$ cat config.mk
export PLATFORM = sky130hd
export DESIGN_NAME = dcache_ctrl_flat
export DESIGN_NICKNAME = d
export VERILOG_FILES = /design/src/logic/dcache_pkg.sv /design/src/logic/mem_bus_pkg.sv /design/src/logic/dcache_data_if.sv /design/src/logic/dcache_tag_if.sv /design/src/logic/dcache_ctrl.sv /design/src/flat_wrapper.sv
export VERILOG_INCLUDE_DIRS = /design/src /design/src/logic
export SDC_FILE = /design/constraint.sdc
export NUM_CORES = 1
export LEC_CHECK = 0
export BUFFER_PORTS_ARGS = -buffer_cell sky130_fd_sc_hd__buf_2
export CORE_AREA = 2 2 259 261
export CTS_BUF_LIST = sky130_fd_sc_hd__clkbuf_4 sky130_fd_sc_hd__clkbuf_8
export CTS_CLUSTER_SIZE = 14
export DETAILED_ROUTE_END_ITERATION = 12
export DIE_AREA = 0 0 261 263
export GPL_TIMING_DRIVEN = 1
export PLACE_DENSITY = 0.33
export SYNTH_ARGS = -nofsm -noshare
export SYNTH_HDL_FRONTEND = slang
export SYNTH_SLANG_ARGS = --single-unit
$ cat constraint.sdc
create_clock -name clk -period 19.55 [get_ports clk]
set_input_delay 0 -clock clk [delete_from_list [all_inputs] [get_ports clk]]
set_output_delay 0 -clock clk [all_outputs]
set_load 0.05 [all_outputs]
$ cat src/logic/dcache_defs.svh
// ~~~~~~~~~~~~~~~~~~~~~~~~~~~~
// dcache geometry and codes
// address split, way count, data width, bus response codes
// ~~~~~~~~~~~~~~~~~~~~~~~~~~~~
`ifndef DCACHE_DEFS_SVH
`define DCACHE_DEFS_SVH

`define DCACHE_ADDR_W    32
`define DCACHE_TAG_W     23
`define DCACHE_INDEX_W   6
`define DCACHE_OFFSET_W  3 // byte offset in a word
`define DCACHE_SETS      64
`define DCACHE_WAYS      2
`define DCACHE_DATA_W    64

`define DCACHE_RESP_OKAY 2'd0

`endif

$ cat src/logic/dcache_pkg.sv
// ~~~~~~~~~~~~~~~~~~~~~~~~~~~~
// dcache cache-side types
// tag, index and way vectors, controller states
// ~~~~~~~~~~~~~~~~~~~~~~~~~~~~
`default_nettype none

`include "dcache_defs.svh"

package dcache_pkg;

  typedef logic [`DCACHE_TAG_W-1:0]          tag_t;
  typedef logic [`DCACHE_INDEX_W-1:0]        index_t;
  typedef logic [$clog2(`DCACHE_WAYS)-1:0]   way_t;

  typedef enum logic [3:0] {
    idle,
    lookup,
    write_data,
    write_back_addr,
    write_back_data,
    write_back_resp,
    refill_addr,
    refill_data,
    respond
  } dcache_state_e;

endpackage

`default_nettype wire

$ cat src/logic/mem_bus_pkg.sv
// ~~~~~~~~~~~~~~~~~~~~~~~~~~~~
// bus-side types for core and memory channels
// ~~~~~~~~~~~~~~~~~~~~~~~~~~~~
`default_nettype none

`include "dcache_defs.svh"

package mem_bus_pkg;
  typedef logic [`DCACHE_ADDR_W-1:0]   addr_t;
  typedef logic [`DCACHE_DATA_W-1:0]   word_t;
  typedef logic [`DCACHE_DATA_W/8-1:0] strb_t;
  typedef logic [1:0]                  resp_t;
endpackage

`default_nettype wire

$ cat src/logic/dcache_data_if.sv
// ~~~~~~~~~~~~~~~~~~~~~~~~~~~~
// controller to data array link
// rdata follows en by one cycle
// ~~~~~~~~~~~~~~~~~~~~~~~~~~~~
`timescale 1ns/1ps
`default_nettype none

interface dcache_data_if import dcache_pkg::*, mem_bus_pkg::*; ();
  logic   en;
  logic   we;
  way_t   way;
  index_t index;
  word_t  wdata;
  strb_t  strb;
  word_t  rdata;

  modport ctrl (
    output en, we, way, index, wdata, strb,
    input  rdata
  );

  modport array (
    input  en, we, way, index, wdata, strb,
    output rdata
  );
endinterface

`default_nettype wire

$ cat src/logic/dcache_tag_if.sv
// ~~~~~~~~~~~~~~~~~~~~~~~~~~~~
// controller to tag store link
// combinational lookup, updates on the clock edge
// ~~~~~~~~~~~~~~~~~~~~~~~~~~~~
`timescale 1ns/1ps
`default_nettype none

interface dcache_tag_if import dcache_pkg::*; ();
  index_t lookup_index;
  tag_t   lookup_tag;
  logic   update_en;
  way_t   update_way;
  tag_t   update_tag;
  logic   update_valid;
  logic   set_dirty;
  logic   clear_dirty;

  logic   hit;
  way_t   hit_way;
  way_t   victim_way;
  tag_t   victim_tag;
  logic   victim_dirty;

  modport ctrl (
    output lookup_index, lookup_tag, update_en, update_way, update_tag,
    output update_valid, set_dirty, clear_dirty,
    input  hit, hit_way, victim_way, victim_tag, victim_dirty
  );

  modport store (
    input  lookup_index, lookup_tag, update_en, update_way, update_tag,
    input  update_valid, set_dirty, clear_dirty,
    output hit, hit_way, victim_way, victim_tag, victim_dirty
  );
endinterface

`default_nettype wire

$ cat src/logic/dcache_ctrl.sv
// ~~~~~~~~~~~~~~~~~~~~~~~~~~~~
// dcache controller
// blocking FSM for lookup, write-back, refill
// and the core response channels
// ~~~~~~~~~~~~~~~~~~~~~~~~~~~~
`timescale 1ns/1ps
`default_nettype none

`include "dcache_defs.svh"

module dcache_ctrl import dcache_pkg::*, mem_bus_pkg::*; (
  input  wire logic  clk,
  input  wire logic  rst,
  input  wire logic  ar_valid_i,
  output logic       ar_ready_o,
  input  wire addr_t ar_addr_i,
  output logic       r_valid_o,
  input  wire logic  r_ready_i,
  output word_t      r_data_o,
  output resp_t      r_resp_o,
  input  wire logic  aw_valid_i,
  output logic       aw_ready_o,
  input  wire addr_t aw_addr_i,
  input  wire logic  w_valid_i,
  output logic       w_ready_o,
  input  wire word_t w_data_i,
  input  wire strb_t w_strb_i,
  output logic       b_valid_o,
  input  wire logic  b_ready_i,
  output resp_t      b_resp_o,
  output logic       mem_ar_valid_o,
  input  wire logic  mem_ar_ready_i,
  output addr_t      mem_ar_addr_o,
  input  wire logic  mem_r_valid_i,
  output logic       mem_r_ready_o,
  input  wire word_t mem_r_data_i,
  input  wire resp_t mem_r_resp_i,
  output logic       mem_aw_valid_o,
  input  wire logic  mem_aw_ready_i,
  output addr_t      mem_aw_addr_o,
  output logic       mem_w_valid_o,
  input  wire logic  mem_w_ready_i,
  output word_t      mem_w_data_o,
  output strb_t      mem_w_strb_o,
  input  wire logic  mem_b_valid_i,
  output logic       mem_b_ready_o,
  input  wire resp_t mem_b_resp_i,
  dcache_tag_if.ctrl  tag,
  dcache_data_if.ctrl data
);

  dcache_state_e state_q;
  addr_t  req_addr_q;
  logic   is_write_q;
  way_t   way_q;    // hit way or chosen victim
  tag_t   wb_tag_q;
  resp_t  resp_q;
  resp_t  refill_resp;
  word_t  w_data_q;
  strb_t  w_strb_q;
  tag_t   req_tag;
  index_t req_index;
  logic   ar_hs, aw_hs, w_hs;
  logic   mem_ar_hs, mem_r_hs, mem_aw_hs, mem_w_hs, mem_b_hs;
  logic   write_commit;

  assign req_tag   = req_addr_q[`DCACHE_ADDR_W-1 -: `DCACHE_TAG_W];
  assign req_index = req_addr_q[`DCACHE_OFFSET_W +: `DCACHE_INDEX_W];

  assign ar_ready_o     = (state_q == idle);
  assign aw_ready_o     = (state_q == idle) && !ar_valid_i; // reads go first
  assign mem_ar_valid_o = (state_q == refill_addr);
  assign mem_ar_addr_o  = {req_tag, req_index, {`DCACHE_OFFSET_W{1'b0}}};
  assign mem_r_ready_o  = (state_q == refill_data);
  assign mem_aw_valid_o = (state_q == write_back_addr);
  assign mem_aw_addr_o  = {wb_tag_q, req_index, {`DCACHE_OFFSET_W{1'b0}}};
  assign mem_w_valid_o  = (state_q == write_back_data);
  assign mem_w_data_o   = data.rdata; // victim word, RAM output holds until next read
  assign mem_w_strb_o   = '1;
  assign mem_b_ready_o  = (state_q == write_back_resp);

  assign ar_hs     = ar_valid_i && ar_ready_o;
  assign aw_hs     = aw_valid_i && aw_ready_o;
  assign w_hs      = w_valid_i && w_ready_o;
  assign mem_ar_hs = mem_ar_valid_o && mem_ar_ready_i;
  assign mem_r_hs  = mem_r_valid_i && mem_r_ready_o;
  assign mem_aw_hs = mem_aw_valid_o && mem_aw_ready_i;
  assign mem_w_hs  = mem_w_valid_o && mem_w_ready_i;
  assign mem_b_hs  = mem_b_valid_i && mem_b_ready_o;

  // second write_data cycle merges the captured bytes
  assign write_commit = (state_q == write_data) && !w_ready_o;
  assign refill_resp  = (resp_q != `DCACHE_RESP_OKAY) ? resp_q : mem_r_resp_i;

  assign tag.lookup_index = req_index;
  assign tag.lookup_tag   = req_tag;
  assign tag.update_en    = mem_r_hs; // install on refill
  assign tag.update_way   = way_q;
  assign tag.update_tag   = req_tag;
  assign tag.update_valid = 1'b1;
  assign tag.set_dirty    = write_commit;
  assign tag.clear_dirty  = mem_r_hs;

  always_comb begin
    data.en    = 1'b0;
    data.we    = 1'b0;
    data.way   = way_q;
    data.index = req_index;
    data.wdata = mem_r_data_i;
    data.strb  = '1;
    case (state_q)
      lookup: begin
        data.en  = 1'b1; // hit word or victim word
        data.way = tag.hit ? tag.hit_way : tag.victim_way;
      end
      refill_data: begin
        data.en = mem_r_hs;
        data.we = mem_r_hs;
      end
      write_data: begin
        data.en    = write_commit;
        data.we    = write_commit;
        data.wdata = w_data_q;
        data.strb  = w_strb_q;
      end
      default: ;
    endcase
  end

  always_ff @(posedge clk) begin
    if (rst) begin
      state_q   <= idle;
      w_ready_o <= 1'b0;
      r_valid_o <= 1'b0;
      b_valid_o <= 1'b0;
    end else begin
      case (state_q)
        idle: if (ar_hs || aw_hs) state_q <= lookup;
        lookup: begin
          if (tag.hit && is_write_q) begin
            w_ready_o <= 1'b1;
            state_q   <= write_data;
          end else if (tag.hit) begin
            state_q <= respond;
          end else if (tag.victim_dirty) begin
            state_q <= write_back_addr;
          end else begin
            state_q <= refill_addr;
          end
        end
        write_back_addr: if (mem_aw_hs) state_q <= write_back_data;
        write_back_data: if (mem_w_hs) state_q <= write_back_resp;
        write_back_resp: if (mem_b_hs) state_q <= refill_addr;
        refill_addr:     if (mem_ar_hs) state_q <= refill_data;
        refill_data: begin
          if (mem_r_hs && is_write_q) begin
            w_ready_o <= 1'b1;
            state_q   <= write_data;
          end else if (mem_r_hs) begin
            r_valid_o <= 1'b1; // refill word goes straight out
            state_q   <= respond;
          end
        end
        write_data: begin
          if (w_hs) w_ready_o <= 1'b0;
          else if (!w_ready_o) state_q <= respond;
        end
        respond: begin
          if (is_write_q) begin
            if (!b_valid_o) begin
              b_valid_o <= 1'b1;
            end else if (b_ready_i) begin
              b_valid_o <= 1'b0;
              state_q   <= idle;
            end
          end else begin
            if (!r_valid_o) begin
              r_valid_o <= 1'b1;
            end else if (r_ready_i) begin
              r_valid_o <= 1'b0;
              state_q   <= idle;
            end
          end
        end
        default: state_q <= idle;
      endcase
    end
  end

  always_ff @(posedge clk) begin
    case (state_q)
      idle: begin
        if (ar_hs) begin
          req_addr_q <= ar_addr_i;
          is_write_q <= 1'b0;
        end else if (aw_hs) begin
          req_addr_q <= aw_addr_i;
          is_write_q <= 1'b1;
        end
      end
      lookup: begin
        way_q    <= tag.hit ? tag.hit_way : tag.victim_way;
        wb_tag_q <= tag.victim_tag;
        resp_q   <= `DCACHE_RESP_OKAY;
      end
      write_back_resp: if (mem_b_hs) resp_q <= mem_b_resp_i;
      refill_data: begin
        if (mem_r_hs) begin
          resp_q   <= refill_resp;
          r_data_o <= mem_r_data_i;
          r_resp_o <= refill_resp;
        end
      end
      write_data: begin
        if (w_hs) begin
          w_data_q <= w_data_i;
          w_strb_q <= w_strb_i;
        end
      end
      respond: begin
        if (!is_write_q && !r_valid_o) begin
          r_data_o <= data.rdata;
          r_resp_o <= resp_q;
        end
        if (is_write_q && !b_valid_o) b_resp_o <= resp_q;
      end
      default: ;
    endcase
  end

endmodule

`default_nettype wire

$ cat src/flat_wrapper.sv
// flat-port wrapper written by rule: the top's interface ports become plain ports
module dcache_ctrl_flat import dcache_pkg::*, mem_bus_pkg::*;
  (clk, rst, ar_valid_i, ar_ready_o, ar_addr_i, r_valid_o, r_ready_i, r_data_o, r_resp_o, aw_valid_i, aw_ready_o, aw_addr_i, w_valid_i, w_ready_o, w_data_i, w_strb_i, b_valid_o, b_ready_i, b_resp_o, mem_ar_valid_o, mem_ar_ready_i, mem_ar_addr_o, mem_r_valid_i, mem_r_ready_o, mem_r_data_i, mem_r_resp_i, mem_aw_valid_o, mem_aw_ready_i, mem_aw_addr_o, mem_w_valid_o, mem_w_ready_i, mem_w_data_o, mem_w_strb_o, mem_b_valid_i, mem_b_ready_o, mem_b_resp_i, tag_lookup_index, tag_lookup_tag, tag_update_en, tag_update_way, tag_update_tag, tag_update_valid, tag_set_dirty, tag_clear_dirty, tag_hit, tag_hit_way, tag_victim_way, tag_victim_tag, tag_victim_dirty, data_en, data_we, data_way, data_index, data_wdata, data_strb, data_rdata);
  dcache_tag_if tag_i ();
  dcache_data_if data_i ();
  input  wire logic clk;
  input  wire logic rst;
  input  wire logic ar_valid_i;
  output logic ar_ready_o;
  input  wire addr_t ar_addr_i;
  output logic r_valid_o;
  input  wire logic r_ready_i;
  output word_t r_data_o;
  output resp_t r_resp_o;
  input  wire logic aw_valid_i;
  output logic aw_ready_o;
  input  wire addr_t aw_addr_i;
  input  wire logic w_valid_i;
  output logic w_ready_o;
  input  wire word_t w_data_i;
  input  wire strb_t w_strb_i;
  output logic b_valid_o;
  input  wire logic b_ready_i;
  output resp_t b_resp_o;
  output logic mem_ar_valid_o;
  input  wire logic mem_ar_ready_i;
  output addr_t mem_ar_addr_o;
  input  wire logic mem_r_valid_i;
  output logic mem_r_ready_o;
  input  wire word_t mem_r_data_i;
  input  wire resp_t mem_r_resp_i;
  output logic mem_aw_valid_o;
  input  wire logic mem_aw_ready_i;
  output addr_t mem_aw_addr_o;
  output logic mem_w_valid_o;
  input  wire logic mem_w_ready_i;
  output word_t mem_w_data_o;
  output strb_t mem_w_strb_o;
  input  wire logic mem_b_valid_i;
  output logic mem_b_ready_o;
  input  wire resp_t mem_b_resp_i;
  output wire logic [$bits(tag_i.lookup_index)-1:0] tag_lookup_index;
  output wire logic [$bits(tag_i.lookup_tag)-1:0] tag_lookup_tag;
  output wire logic [$bits(tag_i.update_en)-1:0] tag_update_en;
  output wire logic [$bits(tag_i.update_way)-1:0] tag_update_way;
  output wire logic [$bits(tag_i.update_tag)-1:0] tag_update_tag;
  output wire logic [$bits(tag_i.update_valid)-1:0] tag_update_valid;
  output wire logic [$bits(tag_i.set_dirty)-1:0] tag_set_dirty;
  output wire logic [$bits(tag_i.clear_dirty)-1:0] tag_clear_dirty;
  input wire logic [$bits(tag_i.hit)-1:0] tag_hit;
  input wire logic [$bits(tag_i.hit_way)-1:0] tag_hit_way;
  input wire logic [$bits(tag_i.victim_way)-1:0] tag_victim_way;
  input wire logic [$bits(tag_i.victim_tag)-1:0] tag_victim_tag;
  input wire logic [$bits(tag_i.victim_dirty)-1:0] tag_victim_dirty;
  output wire logic [$bits(data_i.en)-1:0] data_en;
  output wire logic [$bits(data_i.we)-1:0] data_we;
  output wire logic [$bits(data_i.way)-1:0] data_way;
  output wire logic [$bits(data_i.index)-1:0] data_index;
  output wire logic [$bits(data_i.wdata)-1:0] data_wdata;
  output wire logic [$bits(data_i.strb)-1:0] data_strb;
  input wire logic [$bits(data_i.rdata)-1:0] data_rdata;
  assign tag_lookup_index = tag_i.lookup_index;
  assign tag_lookup_tag = tag_i.lookup_tag;
  assign tag_update_en = tag_i.update_en;
  assign tag_update_way = tag_i.update_way;
  assign tag_update_tag = tag_i.update_tag;
  assign tag_update_valid = tag_i.update_valid;
  assign tag_set_dirty = tag_i.set_dirty;
  assign tag_clear_dirty = tag_i.clear_dirty;
  assign tag_i.hit = tag_hit;
  assign tag_i.hit_way = tag_hit_way;
  assign tag_i.victim_way = tag_victim_way;
  assign tag_i.victim_tag = tag_victim_tag;
  assign tag_i.victim_dirty = tag_victim_dirty;
  assign data_en = data_i.en;
  assign data_we = data_i.we;
  assign data_way = data_i.way;
  assign data_index = data_i.index;
  assign data_wdata = data_i.wdata;
  assign data_strb = data_i.strb;
  assign data_i.rdata = data_rdata;
  dcache_ctrl u_core (.clk(clk), .rst(rst), .ar_valid_i(ar_valid_i), .ar_ready_o(ar_ready_o), .ar_addr_i(ar_addr_i), .r_valid_o(r_valid_o), .r_ready_i(r_ready_i), .r_data_o(r_data_o), .r_resp_o(r_resp_o), .aw_valid_i(aw_valid_i), .aw_ready_o(aw_ready_o), .aw_addr_i(aw_addr_i), .w_valid_i(w_valid_i), .w_ready_o(w_ready_o), .w_data_i(w_data_i), .w_strb_i(w_strb_i), .b_valid_o(b_valid_o), .b_ready_i(b_ready_i), .b_resp_o(b_resp_o), .mem_ar_valid_o(mem_ar_valid_o), .mem_ar_ready_i(mem_ar_ready_i), .mem_ar_addr_o(mem_ar_addr_o), .mem_r_valid_i(mem_r_valid_i), .mem_r_ready_o(mem_r_ready_o), .mem_r_data_i(mem_r_data_i), .mem_r_resp_i(mem_r_resp_i), .mem_aw_valid_o(mem_aw_valid_o), .mem_aw_ready_i(mem_aw_ready_i), .mem_aw_addr_o(mem_aw_addr_o), .mem_w_valid_o(mem_w_valid_o), .mem_w_ready_i(mem_w_ready_i), .mem_w_data_o(mem_w_data_o), .mem_w_strb_o(mem_w_strb_o), .mem_b_valid_i(mem_b_valid_i), .mem_b_ready_o(mem_b_ready_o), .mem_b_resp_i(mem_b_resp_i), .tag(tag_i), .data(data_i));
endmodule
# Yosys cells after proc, flatten, opt, wreduce, memory -nomap -nowiden
# Cells that the tools add are included.
[word_totals]
regBits = 206
latch_bits = 0
ramBits = 0
mem_bits_ro = 0
in_bits = 307
output_inout_bits = 352
wordCells = 124
memories = 0
[classes]
n_addsub = 0
n_mul = 0
div_mod_pow = 0
order_cmp = 0
n_eq_ne = 27
shifts = 0
n_mux = 48
bitwise_logic = 0
reduce_logical = 35
[ops]
columns = ["cell", "count"]
rows = [
  ["two-way mux 64 bit", 3],
  ["one-hot mux 64 bit (2 select lines)", 1],
  ["two-way mux 32 bit", 2],
  ["two-way mux 4 bit", 16],
  ["one-hot mux 4 bit (9 select lines)", 1],
  ["!= test 2 bit (second input constant)", 11],
  ["equality test 4 x 3 -> 1 bit (second input constant)", 4],
  ["logical AND 1 bit", 14],
  ["two-way mux 1 bit", 13],
  ["AND reduction 12 bit", 1],
  ["equality test 4 x 2 -> 1 bit (second input constant)", 2],
  ["two-way mux 2 bit", 4],
  ["two-way mux 8 bit", 1],
  ["AND reduction 2 bit", 4],
  ["AND reduction 4 bit", 2],
  ["!= test 2 x 1 -> 1 bit (second input constant)", 3],
  ["!= test 3 x 2 -> 1 bit (second input constant)", 2],
  ["!= test 3 bit (second input constant)", 2],
  ["one-hot mux 1 bit (3 select lines)", 2],
  ["one-hot mux 2 bit (3 select lines)", 1],
  ["AND reduction 3 bit", 2],
  ["nonzero test 2 bit", 3],
  ["nonzero test 3 bit", 2],
  ["logical NOT 1 bit", 5],
  ["8 further kinds", 9],
]

# Depth between registers and ports, before layout
# Gate-level depths: netlist (run 1).
[logic_depth]
word_depth = 6
mapped_depth = 8
ltp_nobuf = 7

# Worst setup path before layout (run 1)
# Ideal clock, no wire load.
[synth_path]
kind = "reg2reg"
from = "reg u_core.state_q[1]"
to = "reg u_core.r_data_o[0] (enable)"
setup_ps = 587
t_arrival_ps = 5890
required_ps = 18963
setup_slack_ps = 13073
path_stages_with_launch = 6
path_buffers = 2
synth_period_minus_slack_ps = 6477
path_cell_list = "dfxtp_1 > buf_4 > nor2_1 > nand3b_1 > buf_2 > o31ai_1"
[synth_via]
elab_chain_cells = 4
elab_cells_between_ends = 7
cone_classes = "eq/ne (4); reduce/logical (3)"
[synth_rtl]
columns = ["item", "line_no", "rtl"]
rows = [
  ["start, declared", "dcache_ctrl.sv:52", "dcache_state_e state_q;"],
  ["start signal, assigned", "dcache_ctrl.sv:132", "state_q <= idle;"],
  ["start signal, assigned", "dcache_ctrl.sv:138", "idle: if (ar_hs || aw_hs) state_q <= lookup;"],
  ["start signal, assigned", "dcache_ctrl.sv:142", "state_q <= write_data;"],
  ["equality test 4 x 3 -> 1 bit", "dcache_ctrl.sv:74, dcache_ctrl.sv:191", ""],
  ["logical AND 1 bit", "dcache_ctrl.sv:86", "assign mem_r_hs = mem_r_valid_i && mem_r_ready_o;"],
  ["!= test 2 bit (no source line)", "--", ""],
  ["AND reduction 3 bit (no source line) (*)", "--", ""],
  ["end signal, assigned", "dcache_ctrl.sv:210", "r_data_o <= mem_r_data_i;"],
  ["end signal, assigned", "dcache_ctrl.sv:222", "r_data_o <= data.rdata;"],
  ["end, declared", "dcache_ctrl.sv:19", "output word_t r_data_o,"],
]
# Mark *: on every way between the ends. The rest lies on a longest branch, timed or not.
# A chain may end at the register's enable or synchronous reset.

# Final worst setup path (run 1)
[layout_path]
from = "reg u_core.state_q[1]"
to = "out data_en"
[layout_via]
elab_chain_cells = 3
elab_cells_between_ends = 6
cone_classes = "eq/ne (3); mux (1); reduce/logical (2)"
[layout_rtl]
columns = ["item", "line_no", "rtl"]
rows = [
  ["equality test 4 x 2 -> 1 bit or equality test 4 x 3 -> 1 bit (tied branches)", "dcache_ctrl.sv:92, dcache_ctrl.sv:111, dcache_ctrl.sv:74", ""],
  ["logical AND 1 bit, on equally long branches", "dcache_ctrl.sv:92, dcache_ctrl.sv:86", ""],
  ["one-hot mux 1 bit (3 select lines) (*)", "dcache_ctrl.sv:111", "case (state_q)"],
  ["end, declared", "flat_wrapper.sv:55", "output wire logic [$bits(data_i.en)-1:0] data_en;"],
]
# Marks and branches as above.

==> results.txt, run 1 <==
Placed cell area -> 0.01287 mm2
Fillers -> 7185
Arr. time, crit path -> 3.33 ns
Slew HR -> 31.06%
Routed len/inst -> 15.97 um
CP Capture Type -> primary output
Post-synth top cells -> nand2_1 (396), edfxtp_1 (195), buf_4 (146), mux2_2 (29), buf_2 (17)
Worst-Skew Late Latency -> 0.60 ns
Final hold slack -> 0.07236 ns
CTS sink count -> 203
CTS tree -> built
Placer Congestion -> 0.7753
Critical-path cell list -> nor2b_1, nand2_4, o21ai_0, or2_2, buf_2
H-tree depth -> 2
Number of synthesized register bits -> 203
Slew Limit Fails -> 0
Lkg Pwr -> 7.639 nW
Critical Path Start Type -> flip-flop
Antenna Nets Post-Route -> 0
Leading area contributor after synthesis -> edfxtp_1
Initial Util -> 14.74%
1st-pass router iterations -> 4
Post-Syn Area -> 0.009677 mm2
Routed WL -> 41980 um
First-pass GRT wire length -> 60320 um
Post-synth EDFFs -> 195
Routed vias -> 9410
Max rail drop VDD -> 0.05756 mV
Setup TNS -> 0 ns
Finish-stage setup viols -> 0
Worst-path fanout max -> 67
Die X -> 261 um
Final instance area -> 0.01675 mm2
Fraction of layout cells with a size suffix above 1 -> 42.97%
Vias/cell -> 3.579
DRC Markers -> 0
Gate Count Post-Synth -> 907
PwrDens -> 137.6 mW/mm2
Final Util -> 25.53%
Area Overhead vs Synth -> 73.13%
Max Buffers Root-to-Sink -> 3
Post-synth cell types -> 39
Tmin final -> 3.333 ns
Avg Inst Size Synth -> 10.67 um2
Worst slew pin tran -> 1.034 ns
Synth Warn # -> 0
CP Data Required Time -> 19.55 ns
Yosys top cell area share -> 60.51%
Worst path depth -> 5
CTS Buf Count -> 44
Largest net degree at the start of global routing -> 68
# IOs -> 659
Clock Skews -> 0.02672 ns
Clock slew at reported path FFs -> 0.05 ns
Fmax achieved -> 0.3000 GHz
Gr usage total -> 11.66%
Register-to-Register Path Depth -> 8
1st-iter DRT viols -> 307
Synth top area cells -> edfxtp_1 (61%), nand2_1 (15%), buf_4 (11%)
Dominant synthesized flop cell -> edfxtp_1
HPWL after detailed placement -> 29550 um
Final #Nets -> 2038
Outcome -> complete, no violations
Overall Power -> 2.305 mW
Critical-path top delay cell -> dfxtp_1
Async set-reset flop share out of synthesis -> 0%
RSZ-0062 raised after global routing -> no
Root Driver -> clkbuf_8
Buf/Inv on CP -> 1
Die area -> 0.06864 mm2
Fin crit share -> 17.05%
Core area -> 0.06563 mm2
Sequential area share after synthesis -> 62.17%
Initial antenna violation count -> 4
CP peak stage delay -> 0.74 ns
Hold Path Class -> input port to flip-flop
PortBufs -> 637
Crit Path Class -> flip-flop to primary output
Final Hold Fails -> 0
Count leader, synth -> nand2_1
Max Cap Viol -> 0
Number of placement rows -> 94
Grt ovf -> 0
Vias in the first global route -> 10070
Worst path top cell family by delay -> simple AND/OR/NAND/NOR gates
Worst Hold Depth -> 5
Die H -> 263 um
Postcts setup bufs -> 0
-- logic make-up (layout without fill, tap and decap cells) --
family	count (synthesis)	count (layout)	synth area share, %
other cells	2	16	0.07761
flops	203	203	62.17
simple gates	453	453	18.88
compound gates	30	30	2.121
buf+inv	188	1032	13.18
mux	31	31	3.582
-- report_power, final --
part	switching (mW)	internal, mW	total, mW
Clock	0.213	0.266	0.478
Sequential	0.0529	0.576	0.629
Combinational	0.899	0.299	1.20
-- metal layers --
layer	vias up	GRT usage, %	wire, um
met5	-	0	25
met4	4	4.300	1138
met3	71	2.946	3041
met2	391	22.22	22190
met1	4428	12.10	15580
li1	4516	-	-
-- path summary, 6_finish.rpt --
path         slack, ns                   from                    end
max              16.22      u_core.state_q[1]                data_en
max reg2reg      16.28      u_core.state_q[2]       u_core.r_valid_o
min               0.07                tag_hit      u_core.state_q[2]
min reg2reg       0.50  u_core.tag.update_way  u_core.tag.update_way
-- state kept, by name (all words and copies together), names as in the netlist, 2 cells and up --
signal and flops:
u_core.wb_tag_q 23, u_core.w_strb_q 8, u_core.state_q 4, u_core.req_addr_q 29, u_core.resp_q 2, u_core.r_data_o 64, u_core.b_resp_o 2, u_core.r_resp_o 2
u_core.w_data_q 64
-- timing repair --
item,CTS,global route
hold buffers,301,0
hold endpoints to repair,203,0
resized for setup,0,0
setup endpoints to repair,0,0
-- cells in the final DEF, fill, tap and decap left out, types with 2 or more instances in the layout --
| cell type | n |
|---|---|
| o21ai_0 | 7 |
| nor2_1 | 15 |
| a21oi_1 | 9 |
| nor2b_1 | 5 |
| nor3b_1 | 4 |
| conb_1 | 15 |
| clkbuf_4 | 15 |
| mux2i_1 | 2 |
| a2111o_1 | 2 |
| clkinv_2 | 5 |
| clkinv_1 | 10 |
| mux2_2 | 29 |
| dlygate4sd3_1 | 301 |
| clkbuf_8 | 44 |
| buf_2 | 637 |
| dfxtp_1 | 8 |
| a22o_1 | 2 |
| inv_1 | 3 |
| o21bai_1 | 2 |
| nor3_1 | 4 |
| nand2b_1 | 13 |
| a32oi_1 | 2 |
| nand3b_1 | 4 |
| buf_4 | 11 |
| nor3_2 | 2 |
| edfxtp_1 | 195 |
| nand2_1 | 395 |
| bufinv_16 | 2 |
-- worst reg2reg max path: stages, from the launching register on --
cell and delay (ns):
dfxtp_1 0.77, nor2_1 0.23, nand3b_1 0.22, buf_4 0.44, buf_4 0.60, a21oi_1 0.15
nor2_1 0.11, a311oi_1 0.05, dlygate4sd3_1 0.56
-- area by class of cell --
class | count | area (um2) | area share, %
Antenna cell | 1 | 2.502 | 0.01494
Clock buffer | 59 | 718.2 | 4.287
Clock inverter | 20 | 150.1 | 0.8962
Inverter | 4 | 15.01 | 0.08962
Multi-Input combinational cell | 529 | 2487 | 14.85
Sequential cell | 203 | 6016 | 35.91
Tap cell | 864 | 1081 | 6.453
Timing Repair Buffer | 949 | 6284 | 37.51
-- metrics by stage --
stage / worst slack, ns / std cells
after floorplan: 13.07 / 920
after global placement: 16.42 / 2248
after detailed placement: 16.40 / 2248
after CTS: 15.94 / 2628
after global routing: 15.85 / 2629
final: 16.22 / 2629
No activity file was read; power rests on OpenSTA's default activity.
==> run 2: changes to the inputs <==
- ABC_AREA: unset -> 1
- clock period: 19.55 -> 3.1 ns (I/O delays scaled with it)
==> run 2 against run 1 <==
Compared with the run above:
- cell count grew 4.3%
- largest power group unchanged
- critical path depth grew 5
- combinational power grew to 6.3 times the previous value
- wire length grew 6.8%
- global-route usage grew 0.89 points
- clock skew grew 0.0097 ns
- highest routed layer is now met4
- synthesized area grew 0.49%
==> results.txt, run 2 <==
Grt ovf -> 0 (unchanged)
Post-synth cell types -> 26 (-33%)
# IOs -> 659 (unchanged)
Routed len/inst -> 16.35 um (+2.4%)
Largest net degree at the start of global routing -> 65 (-4.4%)
Hold Path Class -> input port to flip-flop
Post-Syn Area -> 0.009724 mm2 (+0.49%)
CTS sink count -> 203 (unchanged)
Die area -> 0.06864 mm2 (unchanged)
Post-synth top cells -> nand2_1 (502), edfxtp_1 (195), buf_4 (151), nor2_1 (22), buf_2 (18)
Number of synthesized register bits -> 203 (unchanged)
Root Driver -> clkbuf_8
Fillers -> 7258 (+1.0%)
Sequential area share after synthesis -> 61.86% (-0.30 points)
Tmin final -> 2.864 ns
Yosys top cell area share -> 60.22% (-0.30 points)
Worst setup margin -> 0.2361 ns (-15.98 ns)
Placer Congestion -> 0.8067 (+4.1%)
CP Capture Type -> flip-flop
Slew HR -> 34.23% (+3.2 points)
First-pass GRT wire length -> 64690 um (+7.2%)
DRC Markers -> 0 (unchanged)
1st-iter DRT viols -> 387 (+26%)
Number of placement rows -> 94 (unchanged)
Worst-path fanout max -> 13 (-81%)
Most frequent cells in the layout -> buf_2 (636), nand2_1 (501), dlygate4sd3_1 (310)
Initial antenna violation count -> 2 (-2)
Leading area contributor after synthesis -> edfxtp_1
Worst-Skew Late Latency -> 0.60 ns (about the same)
Gr usage total -> 12.55% (+0.89 points)
Setup TNS -> 0 ns (unchanged)
Routed WL -> 44840 um (+6.8%)
PortBufs -> 637 (unchanged)
Post-synth EDFFs -> 195 (unchanged)
Routed vias -> 9794 (+4.1%)
Fraction of layout cells with a size suffix above 1 -> 40.21% (-2.8 points)
Crit Path Class -> flip-flop to flip-flop
Async set-reset flop share out of synthesis -> 0% (unchanged)
CTS Buf Count -> 42 (-4.5%)
Vias in the first global route -> 10260 (+1.9%)
Max Buffers Root-to-Sink -> 3 (unchanged)
Area Overhead vs Synth -> 75.69%
CTS tree -> built
Final Hold Fails -> 0 (unchanged)
Die X -> 261 um (unchanged)
Final Util -> 26.03% (+0.51 points)
Final hold slack -> 0.1129 ns (+0.04057 ns)
Fin crit share -> 92.38%
Slew Limit Fails -> 0 (unchanged)
Synth Warn # -> 0 (unchanged)
Arr. time, crit path -> 3.41 ns (+0.08 ns)
Clock slew at reported path FFs -> 0.06 ns (about the same)
Core area -> 0.06563 mm2 (unchanged)
Gate Count Post-Synth -> 994 (+9.6%)
RSZ-0062 raised after global routing -> no
1st-pass router iterations -> 4 (unchanged)
Critical Path Start Type -> flip-flop
CP Data Required Time -> 3.64 ns (-15.91 ns)
H-tree depth -> 2 (unchanged)
Max rail drop VDD -> 0.6157 mV (+970%)
Die H -> 263 um (unchanged)
Dominant synthesized flop cell -> edfxtp_1
Initial Util -> 14.82% (+0.072 points)
HPWL after detailed placement -> 33970 um (+15%)
Vias/cell -> 3.572 (-0.21%)
Worst slew pin tran -> 0.9855 ns (-0.04865 ns)
Final Non-Filler Cells -> 2742 (+4.3%)
Final #Nets -> 2150 (+5.5%)
PwrDens -> 837.4 mW/mm2 (+510%)
Synth top area cells -> edfxtp_1 (60%), nand2_1 (19%), buf_4 (12%)
Finish-stage setup viols -> 0 (unchanged)
Antenna Nets Post-Route -> 0 (unchanged)
Postcts setup bufs -> 0 (unchanged)
Lkg Pwr -> 8.027 nW (+5.1%)
Post-Place Setup Slack -> 0.7449 ns (-15.66 ns)
Dpl cells -> 2353 (+4.7%)
Avg Inst Size Synth -> 9.783 um2 (-8.3%)
Most common cell after layout, fill and taps aside -> buf_2
Outcome -> complete, no violations
Biggest regs -> u_core.r_data_o x64, u_core.w_data_q x64, u_core.req_addr_q x29
Max Cap Viol -> 0 (unchanged)
Fmax achieved -> 0.3492 GHz
Count leader, synth -> nand2_1
Clock Skews -> 0.03641 ns (+0.009686 ns)
-- run 2: critical path: stages (launching register included) --
cell	delay [ns]
dfxtp_1	0.49
inv_2	0.09
nor2_4	0.18
nand2_2	0.10
nor2_2	0.49
a21oi_1	0.13
nand3_1	0.11
dlygate4sd3_1	0.55
nand2_1	0.05
nor2_1	0.07
dlygate4sd3_1	0.54
-- run 2: what timing repair did --
action	CTS	global route
hold buffers	310	0
endpoints found under the hold margin	203	0
gates resized for setup	0	1
setup endpoints to repair	0	3
-- run 2: power by group --
group,internal [mW],switching (mW),total [mW]
Sequential,3.59,0.295,3.89
Clock,1.62,1.29,2.91
Combinational,1.92,5.60,7.51
-- run 2: stage by stage --
stage | cell area [um2] | power (mW)
after floorplan | 9794 | 9.326
after global placement | 13130 | 10.78
after detailed placement | 13130 | 10.78
after CTS | 17080 | 14.55
after global routing | 17080 | 15.06
final | 17090 | 14.31
-- run 2: worst paths after layout --
kind	start	to	slack, ns	cells past startpoint
worst max-delay path	u_core.state_q[0]	u_core.state_q[2]	0.24	10
worst max register to register	u_core.state_q[0]	u_core.state_q[2]	0.24	10
worst min-delay path	tag_victim_tag[11]	u_core.wb_tag_q[11]	0.11	2
worst min register to register	u_core.b_valid_o	u_core.b_valid_o	0.50	2
-- run 2: per-layer routing --
metal	global-route usage (%)	routed length (um)	vias to the layer above
li1	-	-	4755
met1	15.37	18850	4654
met2	22.22	22760	318
met3	2.263	2256	67
met4	3.701	972	0
met5	0	0	-
-- run 2: layout make-up --
| cell class | instances | area, um2 | share of cell area, % |
|---|---|---|---|
| Antenna cell | 3 | 7.507 | 0.04394 |
| Clock inverter | 16 | 106.4 | 0.6225 |
| Inverter | 22 | 83.83 | 0.4907 |
| Tap cell | 864 | 1081 | 6.327 |
| Multi-Input combinational cell | 604 | 2449 | 14.33 |
| Sequential cell | 203 | 6016 | 35.21 |
| Timing Repair Buffer | 970 | 6604 | 38.65 |
| Clock buffer | 60 | 738.2 | 4.321 |
-- run 2: logic make-up (layout without fill, tap and decap cells) --
family          after synthesis  after routing  synth area share, %
simple gates                568            568                23.07
buf+inv                     200           1068                13.86
compound gates               21             21                1.132
other cells                   2             18              0.07723
flops                       203            203                61.86
